**src/hw/mipsPkg.sv**
```systemverilog
`default_nettype none

package mipsPkg;

    typedef logic [31:0] word_t;   // data, address or instruction
    typedef logic [4:0]  regAddr_t;

    typedef enum logic [1:0] {
        pcPlus4  = 2'd0,
        branch   = 2'd1,
        jump     = 2'd2,
        register = 2'd3    // jr
    } npcOp_e;

    typedef enum logic [1:0] {
        rt = 2'd0,
        rd = 2'd1,
        ra = 2'd2          // r31 for jal
    } wrSel_e;

    typedef enum logic [1:0] {
        aluResult = 2'd0,
        memData   = 2'd1,
        linkPc    = 2'd2
    } wdSel_e;

    typedef enum logic {
        zeroExt = 1'b0,
        signExt = 1'b1
    } extOp_e;

    typedef enum logic [2:0] {
        add   = 3'd0,
        sub   = 3'd1,
        bitOr = 3'd2,
        luiB  = 3'd3,
        passA = 3'd4
    } aluOp_e;

    typedef struct packed {
        npcOp_e npcOp;
        wrSel_e wrSel;
        wdSel_e wdSel;
        logic   rfWe;
        extOp_e extOp;
        logic   bSel;      // 1 selects the extended immediate
        aluOp_e aluOp;
        logic   dmWe;
    } ctrl_t;

    localparam logic [5:0] opRtype = 6'b000000;
    localparam logic [5:0] opOri   = 6'b001101;
    localparam logic [5:0] opLw    = 6'b100011;
    localparam logic [5:0] opSw    = 6'b101011;
    localparam logic [5:0] opBeq   = 6'b000100;
    localparam logic [5:0] opLui   = 6'b001111;
    localparam logic [5:0] opJal   = 6'b000011;

    localparam logic [5:0] fnAddu  = 6'b100001;
    localparam logic [5:0] fnSubu  = 6'b100011;
    localparam logic [5:0] fnJr    = 6'b001000;

    typedef struct packed {
        logic [11:0] paddr;
        logic        psel;
        logic        penable;
        logic        pwrite;
        word_t       pwdata;
    } apbReq_t;

    localparam logic [11:0] imemBase   = 12'h000;
    localparam logic [11:0] dmemBase   = 12'h100;
    localparam logic [11:0] ctrlAddr   = 12'h200;  // bit 0 run
    localparam logic [11:0] statusAddr = 12'h204;  // bit 0 halted, bit 1 running

endpackage

`default_nettype wire
```
**src/hw/executeStage.sv**
```systemverilog
`timescale 1ns/1ps
`default_nettype none

module executeStage (
    input  mipsPkg::ctrl_t ctrl,
    input  mipsPkg::word_t rsData,
    input  mipsPkg::word_t rtData,
    input  logic [15:0]    imm16,
    output mipsPkg::word_t aluResult
);
    mipsPkg::word_t immExt;
    mipsPkg::word_t opA;
    mipsPkg::word_t opB;

    always_comb begin
        if (ctrl.extOp == mipsPkg::signExt) begin
            immExt = {{16{imm16[15]}}, imm16};
        end else begin
            immExt = {16'h0000, imm16};
        end
    end

    assign opA = rsData;   // A is always rs
    assign opB = ctrl.bSel ? immExt : rtData;

    always_comb begin
        case (ctrl.aluOp)
            mipsPkg::add: begin
                aluResult = opA + opB;   // wraps, no overflow trap
            end
            mipsPkg::sub: begin
                aluResult = opA - opB;
            end
            mipsPkg::bitOr: begin
                aluResult = opA | opB;
            end
            mipsPkg::luiB: begin
                aluResult = {imm16, 16'h0000};
            end
            mipsPkg::passA: begin
                aluResult = opA;
            end
            default: begin
                aluResult = '0;
            end
        endcase
    end

endmodule

`default_nettype wire

```
**config.mk**
```make
export PLATFORM = sky130hd
export DESIGN_NAME = executeStage
export DESIGN_NICKNAME = d
export VERILOG_FILES = /design/src/hw/mipsPkg.sv /design/src/hw/executeStage.sv
export SDC_FILE = /design/constraint.sdc
export NUM_CORES = 1
export LEC_CHECK = 0
export ABC_AREA = 1
export CAP_MARGIN = 20
export CORE_MARGIN = 10
export CORE_UTILIZATION = 25
export DETAILED_ROUTE_END_ITERATION = 10
export DONT_BUFFER_PORTS = 1
export PLACE_DENSITY = 0.39
export SYNTH_ARGS = -nofsm -noshare
export SYNTH_HDL_FRONTEND = slang
export SYNTH_SLANG_ARGS = --single-unit
```
**constraint.sdc**
```tcl
create_clock -name vclk -period 5.8
set_input_delay 0.29 -clock vclk [all_inputs]
set_output_delay 0.29 -clock vclk [all_outputs]
set_load 0.05 [all_outputs]
```
# --- Yosys cells after proc, flatten, opt, wreduce, memory -nomap -nowiden ---
# Cells that the tools add are included.
totals:
  register_bits: 0
  inputBits: 93
op_classes:
  addsub: 2
  n_eq_ne: 4
  n_mux: 3
  n_bitwise: 1
  n_reduce_logical: 1
op_table:
  columns: ["op", "n"]
  rows:
  - ["case mux 32 bit (5 select lines)", 1]
  - ["two-way mux 32 bit", 2]
  - ["adder 32 bit", 1]
  - ["bitwise OR 32 bit", 1]
  - ["subtractor 32 bit", 1]
  - ["equality test 3 x 2 -> 1 bit (second input constant)", 2]
  - ["equality test 3 x 1 -> 1 bit (second input constant)", 1]
  - ["equality test 3 bit (second input constant)", 1]
  - ["zero test 3 bit", 1]

# --- Longest topological paths before layout ---
# Gate-level depths: netlist (run 1).
logic_depth:
  depth_word: 4
  depth_mapped: 26
  ltp_nobuf: 24

# --- Worst setup path before layout (run 1) ---
# Ideal clock, no wire load.
synth_path:
  path_type: "input-to-output"
  start: "in ctrl[4] (netlist name)"
  end: "out aluResult[15]"
  arrival_ns: 3.221
  setup_slack_ns: 2.289
  path_stages: 18
  path_buffers: 2
  cell_sequence: "buf_6 buf_12 nand2_1 o21ai_2 ha_1 nand3_2 nor2_4 nand3_2 o21ai_0 xor2_1 ha_1 a21oi_1 o21ai_0 a21oi_1 nand2_1 or2_2 nand3_1 o21ai_0"
synth_between:
  elab_chain_cells: 3
synth_lines:
  columns: ["item", "line_no", "text"]
  rows:
  - ["from (decl)", "executeStage.sv:5", "input mipsPkg::ctrl_t ctrl,"]
  - ["two-way mux 32 bit (*)", "executeStage.sv:24", "assign opB = ctrl.bSel ? immExt : rtData;"]
  - ["subtractor 32 bit, or another cell as far along", "executeStage.sv:32", "aluResult = opA - opB;"]
  - ["case mux 32 bit (5 select lines) (*)", "executeStage.sv:27", "case (ctrl.aluOp)"]
  - ["to (decl)", "executeStage.sv:9", "output mipsPkg::word_t aluResult"]
# Mark *: on every way between the ends. The rest lies on a longest branch, timed or not.

# --- Worst setup path after layout (run 1) ---
layout_path:
  start: "in ctrl[4] (netlist name)"
  end: "out aluResult[31]"
# Same word-level chain as after synthesis.

==> metrics.txt, run 1 <==
status=finished clean; number of global-route vias before repair=4760; CP dominant cell by count=nand2_1; Remaining DRCs=0; Area Overhead vs Synth=5.17%; Diodes inserted=0; pwr/cell area=153 nW/um^2; critical path's slowest cell=ha_1; overall power=659 uW; Worst Path Required=5.51 ns; Overall Global Routing Usage=17.2%; Vias=5039; critical path class=in -> out; Clock Buffer Count=0; final setup vio count=0; cts repair resizes=0; final hold violation count=0; Tightest Pin Transition=1.14 ns; hold-critical path depth=3; Hold Path Class=in -> out; Finished Layout Cells=981; final worst path period share=69.9%; Setup Buffers After CTS=0; final wirelength=19.9 mm; Mapped Cells=777; Startpoint Class=primary input; die area=21900 um^2; Yosys Warn Count=0; initial antenna violation count=0; Placed Area=4300 um^2; worst path bufs/invs=1; Final nets=894; crit-path leading delay family=simple AND/OR/NAND/NOR gates; Die W=148 um; Cell Rows=46; height of the die=148 um; 1st-iter DRT viols=387; Fmax achieved=0.247 GHz; gr ovfl total=0; syn avg cell area=5.26 um^2; HPWL after DPL=17.3 mm; I/O pin count=125; hold_sp=rsData[13]; Final ANT Viol Nets=0; num sequential=0; RSZ-0062 raised after global routing=false; CP max FO=24; final max-slew violation count=0; dpl cells=981; Min Clock Period, post-route=4.06 ns; TNS Setup=0 ns; WP data arrival=3.77 ns; Leakage=2.09 nW; crit-path max cell delay=0.42 ns; Yosys cell types=44; CTS hold repair buffers=0; worst hold path endpoint=aluResult[13]; fillers=1934; Mapped Area=4090 um^2; sequential-to-total area share from yosys stat=0%; Sequential cell area=0 um^2; GPL Wtd Cong=0.924; DR vias/cell=5.14; Max-slew headroom=25.4%; I/O Buffers=0; post-route design area=4300 um^2; global-route wire length before repair=29.5 mm; Cell Chain, Critical Path=nand3_2 -> nand2_1 -> inv_1 -> nand2_1 -> nor2_1 -> nand4_1 -> xnor2_1 -> nand2_1 -> o21ai_0 -> ha_1 -> a21oi_1 -> nor2_1 -> o21ai_0 -> nand2_1 -> a21oi_1 -> nand2_1 -> nand3_1 -> nand3_1 -> nand2_1; first drt pass iteration count=5; syn nets=904; crit path capture type=output pin; VDD IR max=0.0357 mV; pin count of the biggest net entering global routing=29; layout cells sized above 1=11.4%; wire per inst=20.2 um; number of max-cap violations=0; Placeable Area=15900 um^2; Initial Utilization=25.6%
report_power, final:
part,leakage [nW],internal (mW),switching (mW)
Sequential,0,0,0
Combinational,2.09,0.180,0.479
Clock,0,0,0
Total,2.09,0.180,0.479
how the worst max path moves through the flow:
| stage | start | endpoint | slack, ns | depth (start not counted) |
|---|---|---|---|---|
| 2_1_floorplan | ctrl[4] | aluResult[15] | 2.29 | 18 |
| 3_3_place_gp | ctrl[1] | aluResult[30] | 1.61 | 15 |
| 3_5_place_dp | ctrl[1] | aluResult[30] | 1.62 | 15 |
| 4_1_cts | ctrl[1] | aluResult[30] | 1.62 | 15 |
| 5_1_grt | imm16[15] | aluResult[31] | 1.37 | 22 |
| 6_report | ctrl[4] | aluResult[31] | 1.74 | 19 |
synthesized netlist by cell type (4+ instances only):
| library cell | number | area [um^2] |
|---|---|---|
| xor2_1 | 20 | 175 |
| o21ai_1 | 7 | 35.0 |
| nand3_2 | 4 | 40.0 |
| clkbuf_1 | 7 | 26.3 |
| o21ai_2 | 5 | 43.8 |
| nand3b_1 | 8 | 60.1 |
| inv_2 | 7 | 26.3 |
| nor2_2 | 13 | 81.3 |
| a221oi_1 | 7 | 61.3 |
| nand2_4 | 5 | 56.3 |
| a21oi_1 | 74 | 370 |
| o21ai_0 | 44 | 220 |
| nor2_1 | 82 | 308 |
| inv_1 | 65 | 244 |
| a21o_1 | 4 | 30.0 |
| nand2_2 | 21 | 131 |
| nor3_1 | 9 | 45.0 |
| nor2_4 | 4 | 45.0 |
| ha_1 | 33 | 413 |
| buf_2 | 4 | 20.0 |
| nand3_1 | 53 | 265 |
| nand4_1 | 10 | 62.6 |
| nand2_1 | 237 | 890 |
| or2_2 | 16 | 100 |
| xnor2_1 | 7 | 61.3 |
area by class of cell:
| cell class | instances | area [um^2] | area share, % |
|---|---|---|---|
| Inverter | 73 | 279 | 6.49 |
| Tap cell | 216 | 270 | 6.28 |
| Multi-Input combinational cell | 686 | 3710 | 86.2 |
| Timing Repair Buffer | 6 | 45.0 | 1.05 |
logic make-up after synthesis:
logic type               count (synthesis)  share of synthesized area [%]
AND/OR/NAND/NOR                        467                           52.2
AO/OA/AOI/OAI                          158                           21.7
buffers and inverters                   91                           9.73
adder cells (fa/ha/maj)                 34                           10.6
XOR/XNOR                                27                           5.78
metrics by stage:
stage / util (%) / hold slack, ns / setup slack [ns]
after global placement: 27.0 / 0.960 / 1.61
after floorplan: - / 0.961 / 2.29
after detailed placement: 27.0 / 0.971 / 1.62
after global routing: 27.0 / 0.997 / 1.37
after CTS: 27.0 / 0.969 / 1.62
final: 27.0 / 0.972 / 1.74
placed cells by master, fill, tap and decap left out, types with 2 or more instances in the layout:
cell,Yosys,layout
nand2_1,237,237
nor2_1,82,82
a21oi_1,74,74
inv_1,65,65
nand3_1,53,53
o21ai_0,44,35
ha_1,33,33
nand2_2,21,21
xor2_1,20,20
or2_2,16,16
o21ai_1,7,15
nor2_2,13,13
nand4_1,10,10
nor3_1,9,8
nand3b_1,8,8
inv_2,7,7
xnor2_1,7,7
a221oi_1,7,7
o21ai_2,5,6
buf_4,2,6
nand2_4,5,5
nand3_2,4,4
nor2_4,4,4
a21o_1,4,4
o21bai_1,3,3
o21a_1,3,3
o22ai_1,3,3
nor3_4,1,2
o31ai_1,2,2
o211ai_1,2,2
o221ai_1,2,2
metal layers:
metal / GRT usage, % / wire [um]
met2: 28.4 / 9270
met3: 1.89 / 1350
met1: 23.6 / 8820
met4: 3.12 / 418
met5: 0 / 0
Power figures use the tool's default switching activity.
==> run 2: changes to the inputs <==
- clock period: 5.8 -> 3.87 ns (I/O delays scaled with it)
==> metrics.txt, run 2 (synthesis gave the netlist of run 1 again) <==
Hold Path Class=in -> out; fillers=1933 (-0.052%); RSZ-0062 raised after global routing=false; pwr/cell area=231 nW/um^2 (+51%); post-placement worst setup slack=0.240 ns (-1.38 ns); Setup Buffers After CTS=0 (unchanged); Max-slew headroom=25.8% (+0.42 points); gr ovfl total=0 (unchanged); Cell Chain, Critical Path=inv_6 -> nand2_1 -> nand2_4 -> nand3_2 -> nor2_4 -> nand4_2 -> o21ai_4 -> xor2_1 -> ha_1 -> a21oi_1 -> o21ai_0 -> a21oi_1 -> nand3_1 -> or2_2 -> nand3_1 -> nand2_1 -> buf_4; CP max FO=28 (+17%); TNS Setup=0 ns (unchanged); critical path's slowest cell=ha_1; final worst path period share=94.2%; Worst Path Required=3.68 ns (-1.83 ns); Crit. Startpoint=ctrl[4]; hold_sp=imm16[12]; Final ANT Viol Nets=0 (unchanged); num sequential=0 (unchanged); Cell Rows=46 (unchanged); VDD IR max=0.0638 mV (+79%); die area=21900 um^2 (unchanged); final max-slew violation count=0 (unchanged); Leakage=2.27 nW (+8.8%); fin util=28.8% (+1.8 points); Overall Global Routing Usage=17.3% (+0.062 points); crit path capture type=output pin; height of the die=148 um (unchanged); DR vias/cell=5.04 (-1.8%); Area Overhead vs Synth=12.2%; final wirelength=19.9 mm (+0.32%); most common cell after layout, fill and taps aside=nand2_1; PnR worst setup slack=0.224 ns (-1.52 ns); overall power=1.06 mW (+61%); Sequential cell area=0 um^2 (unchanged); crit-path max cell delay=0.34 ns (-0.08 ns); Vias=5129 (+1.8%); critical path class=in -> out; Fmax achieved=0.274 GHz; Initial Utilization=25.6% (unchanged); number of max-cap violations=0 (unchanged); Die W=148 um (unchanged); I/O Buffers=0 (unchanged); Placeable Area=15900 um^2 (unchanged); 1st-iter DRT viols=382 (-1.3%); WP data arrival=3.45 ns (-0.32 ns); status=finished clean; GPL Wtd Cong=0.914 (-1.0%); layout cells sized above 1=15.7% (+4.4 points); HPWL after DPL=17.3 mm (about the same); initial antenna violation count=0 (unchanged); Final nets=930 (+4.0%); Min Clock Period, post-route=3.65 ns; Startpoint Class=primary input; Remaining DRCs=0 (unchanged); global-route wire length before repair=29.7 mm (+0.63%); final hold violation count=0 (unchanged); Clock Buffer Count=0 (unchanged); most frequent cells in the layout=236 x nand2_1, 82 x nor2_1, 72 x a21oi_1; final setup vio count=0 (unchanged); Tightest Pin Transition=1.11 ns (-0.0317 ns); I/O pin count=125 (unchanged); first drt pass iteration count=5 (unchanged); number of global-route vias before repair=4969 (+4.4%); wire per inst=19.6 um (-3.2%); pin count of the biggest net entering global routing=32 (+10%); Diodes inserted=0 (unchanged)
-- run 2: changes by cell type in the layout (fill, tap and decap cells not counted), sizes merged --
cell | previous run | this run
buf | 6 | 42
-- run 2: worst paths after layout --
| check | end | slack [ns] | depth (start not counted) |
|---|---|---|---|
| hold / removal | aluResult[28] | 0.68 | 3 |
| setup / recovery | aluResult[20] | 0.22 | 17 |
-- run 2: cell type report --
class | count | area, um^2 | share of cell area, %
multi-input combinational | 686 | 3720 | 81.2
inverter | 73 | 279 | 6.08
tap | 216 | 270 | 5.89
timing repair buffer | 42 | 315 | 6.87
-- run 2: power by group --
group / internal [mW] / total (mW) / switching (mW) / leakage (nW)
registers: 0 / 0 / 0 / 0
logic: 0.330 / 1.06 / 0.732 / 2.27
clock network: 0 / 0 / 0 / 0
total: 0.330 / 1.06 / 0.732 / 2.27
-- run 2: worst max-delay path, delay by kind of cell --
| family | cells | cell delay [ns] |
|---|---|---|
| buffers and inverters | 2 | 0.38 |
| AND/OR/NAND/NOR | 9 | 1.42 |
| XOR/XNOR | 1 | 0.24 |
| AO/OA/AOI/OAI | 4 | 0.84 |
| adder cells (fa/ha/maj) | 1 | 0.34 |
-- run 2: what timing repair did --
item	4_1_cts	5_1_grt
gates resized for setup	0	5
hold buffers	0	0
endpoints found under the setup margin	0	4
-- run 2: per-layer routing --
layer  wire length, um  vias up  global-route usage [%]
li1                  -     2630                       -
met1              8780     2326                    22.9
met2              9460      159                    29.6
met3              1330       14                    2.29
met4               345        0                    2.53
met5                 0        -                       0
-- run 2: metrics by stage --
stage | hold WS, ns | instance area [um^2] | cells
finish | 0.676 | 4590 | 1017
CTS | 0.680 | 4570 | 1017
global route | 0.699 | 4590 | 1017
global placement | 0.680 | 4570 | 1017
floorplan | 0.768 | 4090 | 777
detailed placement | 0.680 | 4570 | 1017
==> run 3: changes to the inputs <==
- CORE_UTILIZATION: 25 -> 38
- PLACE_DENSITY: 0.39 -> 0.53
==> metrics.txt, run 3 (synthesis gave the netlist of run 1 again) <==
Sequential cell area=0 um^2 (unchanged); Overall Global Routing Usage=22.5% (+5.2 points); Vias=5217 (+1.7%); final wirelength=18.0 mm (-9.4%); RSZ-0062 raised after global routing=false; Min Clock Period, post-route=3.66 ns (+0.0153 ns); CP max FO=5 (-82%); global-route wire length before repair=27.1 mm (-8.8%); Remaining DRCs=0 (unchanged); overall power=1.05 mW (-1.4%); VDD IR max=0.0894 mV (+40%); post-route design area=4470 um^2 (-2.6%); Cell Chain, Critical Path=inv_1 -> nand2_1 -> o21ai_2 -> ha_1 -> nand3_2 -> nor2_4 -> nand3_2 -> nor2_4 -> nand2_2 -> nand2_1 -> xor2_2 -> ha_2 -> a21oi_1 -> o21ai_0 -> nand2_1 -> nand2_1 -> a21oi_1 -> nand2_1 -> nand3_1 -> nand3_1 -> nand2_1 -> buf_4; first drt pass iteration count=6 (+1); Initial Utilization=39.3% (+14 points); initial antenna violation count=0 (unchanged); Final ANT Viol Nets=0 (unchanged); met2 Resource Use GR=38.8% (+9.2 points); WP data arrival=3.47 ns (+0.02 ns); gr ovfl total=0 (unchanged); Worst Path Required=3.68 ns (about the same); pin count of the biggest net entering global routing=29 (-9.4%); Startpoint Class=primary input; final max-slew violation count=0 (unchanged); M1 GR Usage=29.9% (+7.1 points); Area Overhead vs Synth=9.30%; Tightest Pin Transition=1.09 ns (-0.0181 ns); num sequential=0 (unchanged); most common cell after layout, fill and taps aside=nand2_1; Hold Path Class=in -> out; Placed Area=4430 um^2 (-3.0%); routing usage on met3=2.71% (+0.43 points); final hold violation count=0 (unchanged); height of the die=124 um (-16%); Leakage=2.25 nW (-0.89%); Placeable Area=10400 um^2 (-35%); crit-path max cell delay=0.34 ns (about the same); crit path capture type=output pin; Fmax achieved=0.273 GHz (-0.42%); wire per inst=19.3 um (-1.2%); final setup vio count=0 (unchanged); I/O pin count=125 (unchanged); TNS Setup=0 ns (unchanged); Die W=124 um (-16%); pwr/cell area=234 nW/um^2 (+1.2%); Most Used Layer, Global Route=met2; critical path's slowest cell=ha_2; number of max-cap violations=0 (unchanged); I/O Buffers=0 (unchanged); Diodes inserted=0 (unchanged); Max-slew headroom=27.0% (+1.2 points); final worst path period share=94.6% (+0.39 points); HPWL after DPL=15.6 mm (-9.9%); worst hold slack=0.676 ns (-0.000253 ns); CTS hold repair buffers=0 (unchanged); DR vias/cell=5.59 (+11%); Cell Rows=37 (-20%); PnR worst setup slack=0.208 ns (-0.0153 ns); Final nets=926 (-0.43%); 1st-iter DRT viols=422 (+10%); status=finished clean; CP dominant cell by count=nand2_1; layout cells sized above 1=15.7% (-0.047 points); fillers=1251 (-35%); die area=15300 um^2 (-30%); GPL Wtd Cong=0.970 (+6.1%); number of global-route vias before repair=4962 (-0.14%); critical path class=in -> out; post-placement worst setup slack=0.217 ns (-0.0234 ns); Clock Buffer Count=0 (unchanged); most frequent cells in the layout=236 x nand2_1, 81 x nor2_1, 73 x a21oi_1
[run 3: path summary, 6_finish.rpt]
path / startpoint / endpoint / slack [ns] / cells after the start
worst max-delay path: imm16[0] / aluResult[31] / 0.21 / 22
worst min-delay path: imm16[14] / aluResult[30] / 0.68 / 3
[run 3: critical path: cells and delay by family]
family | cells | cell delay (ns)
AOI/OAI and AO/OA | 4 | 0.72
xor gates and xnor gates | 1 | 0.20
adders and majority gates | 2 | 0.58
buffers and inverters | 2 | 0.26
and+or+nand+nor | 13 | 1.49
[run 3: cell type report]
type,instances,area (um^2),share of cell area (%)
timing repair buffer,38,298,6.66
multi-input combinational,686,3720,83.3
tap,136,170,3.81
inverter,73,279,6.24
[run 3: per-stage QoR]
stage / util (%) / std cells
floorplan: - / 777
global placement: 42.5 / 931
detailed placement: 42.5 / 931
CTS: 42.5 / 931
global route: 42.9 / 933
finish: 42.9 / 933
[run 3: timing repair]
item,4_1_cts,5_1_grt
gates resized for setup,0,7
setup endpoints to repair,0,9
buffers inserted,0,2
[run 3: where the power goes]
part,total (mW),switching [mW],internal (mW)
clock network,0,0,0
logic,1.05,0.721,0.325
registers,0,0,0
[run 3: per-layer routing]
layer	wire [um]	vias to the layer above
li1	-	2622
met1	7780	2374
met2	8560	201
met3	1350	20
met4	352	0
met5	0	-
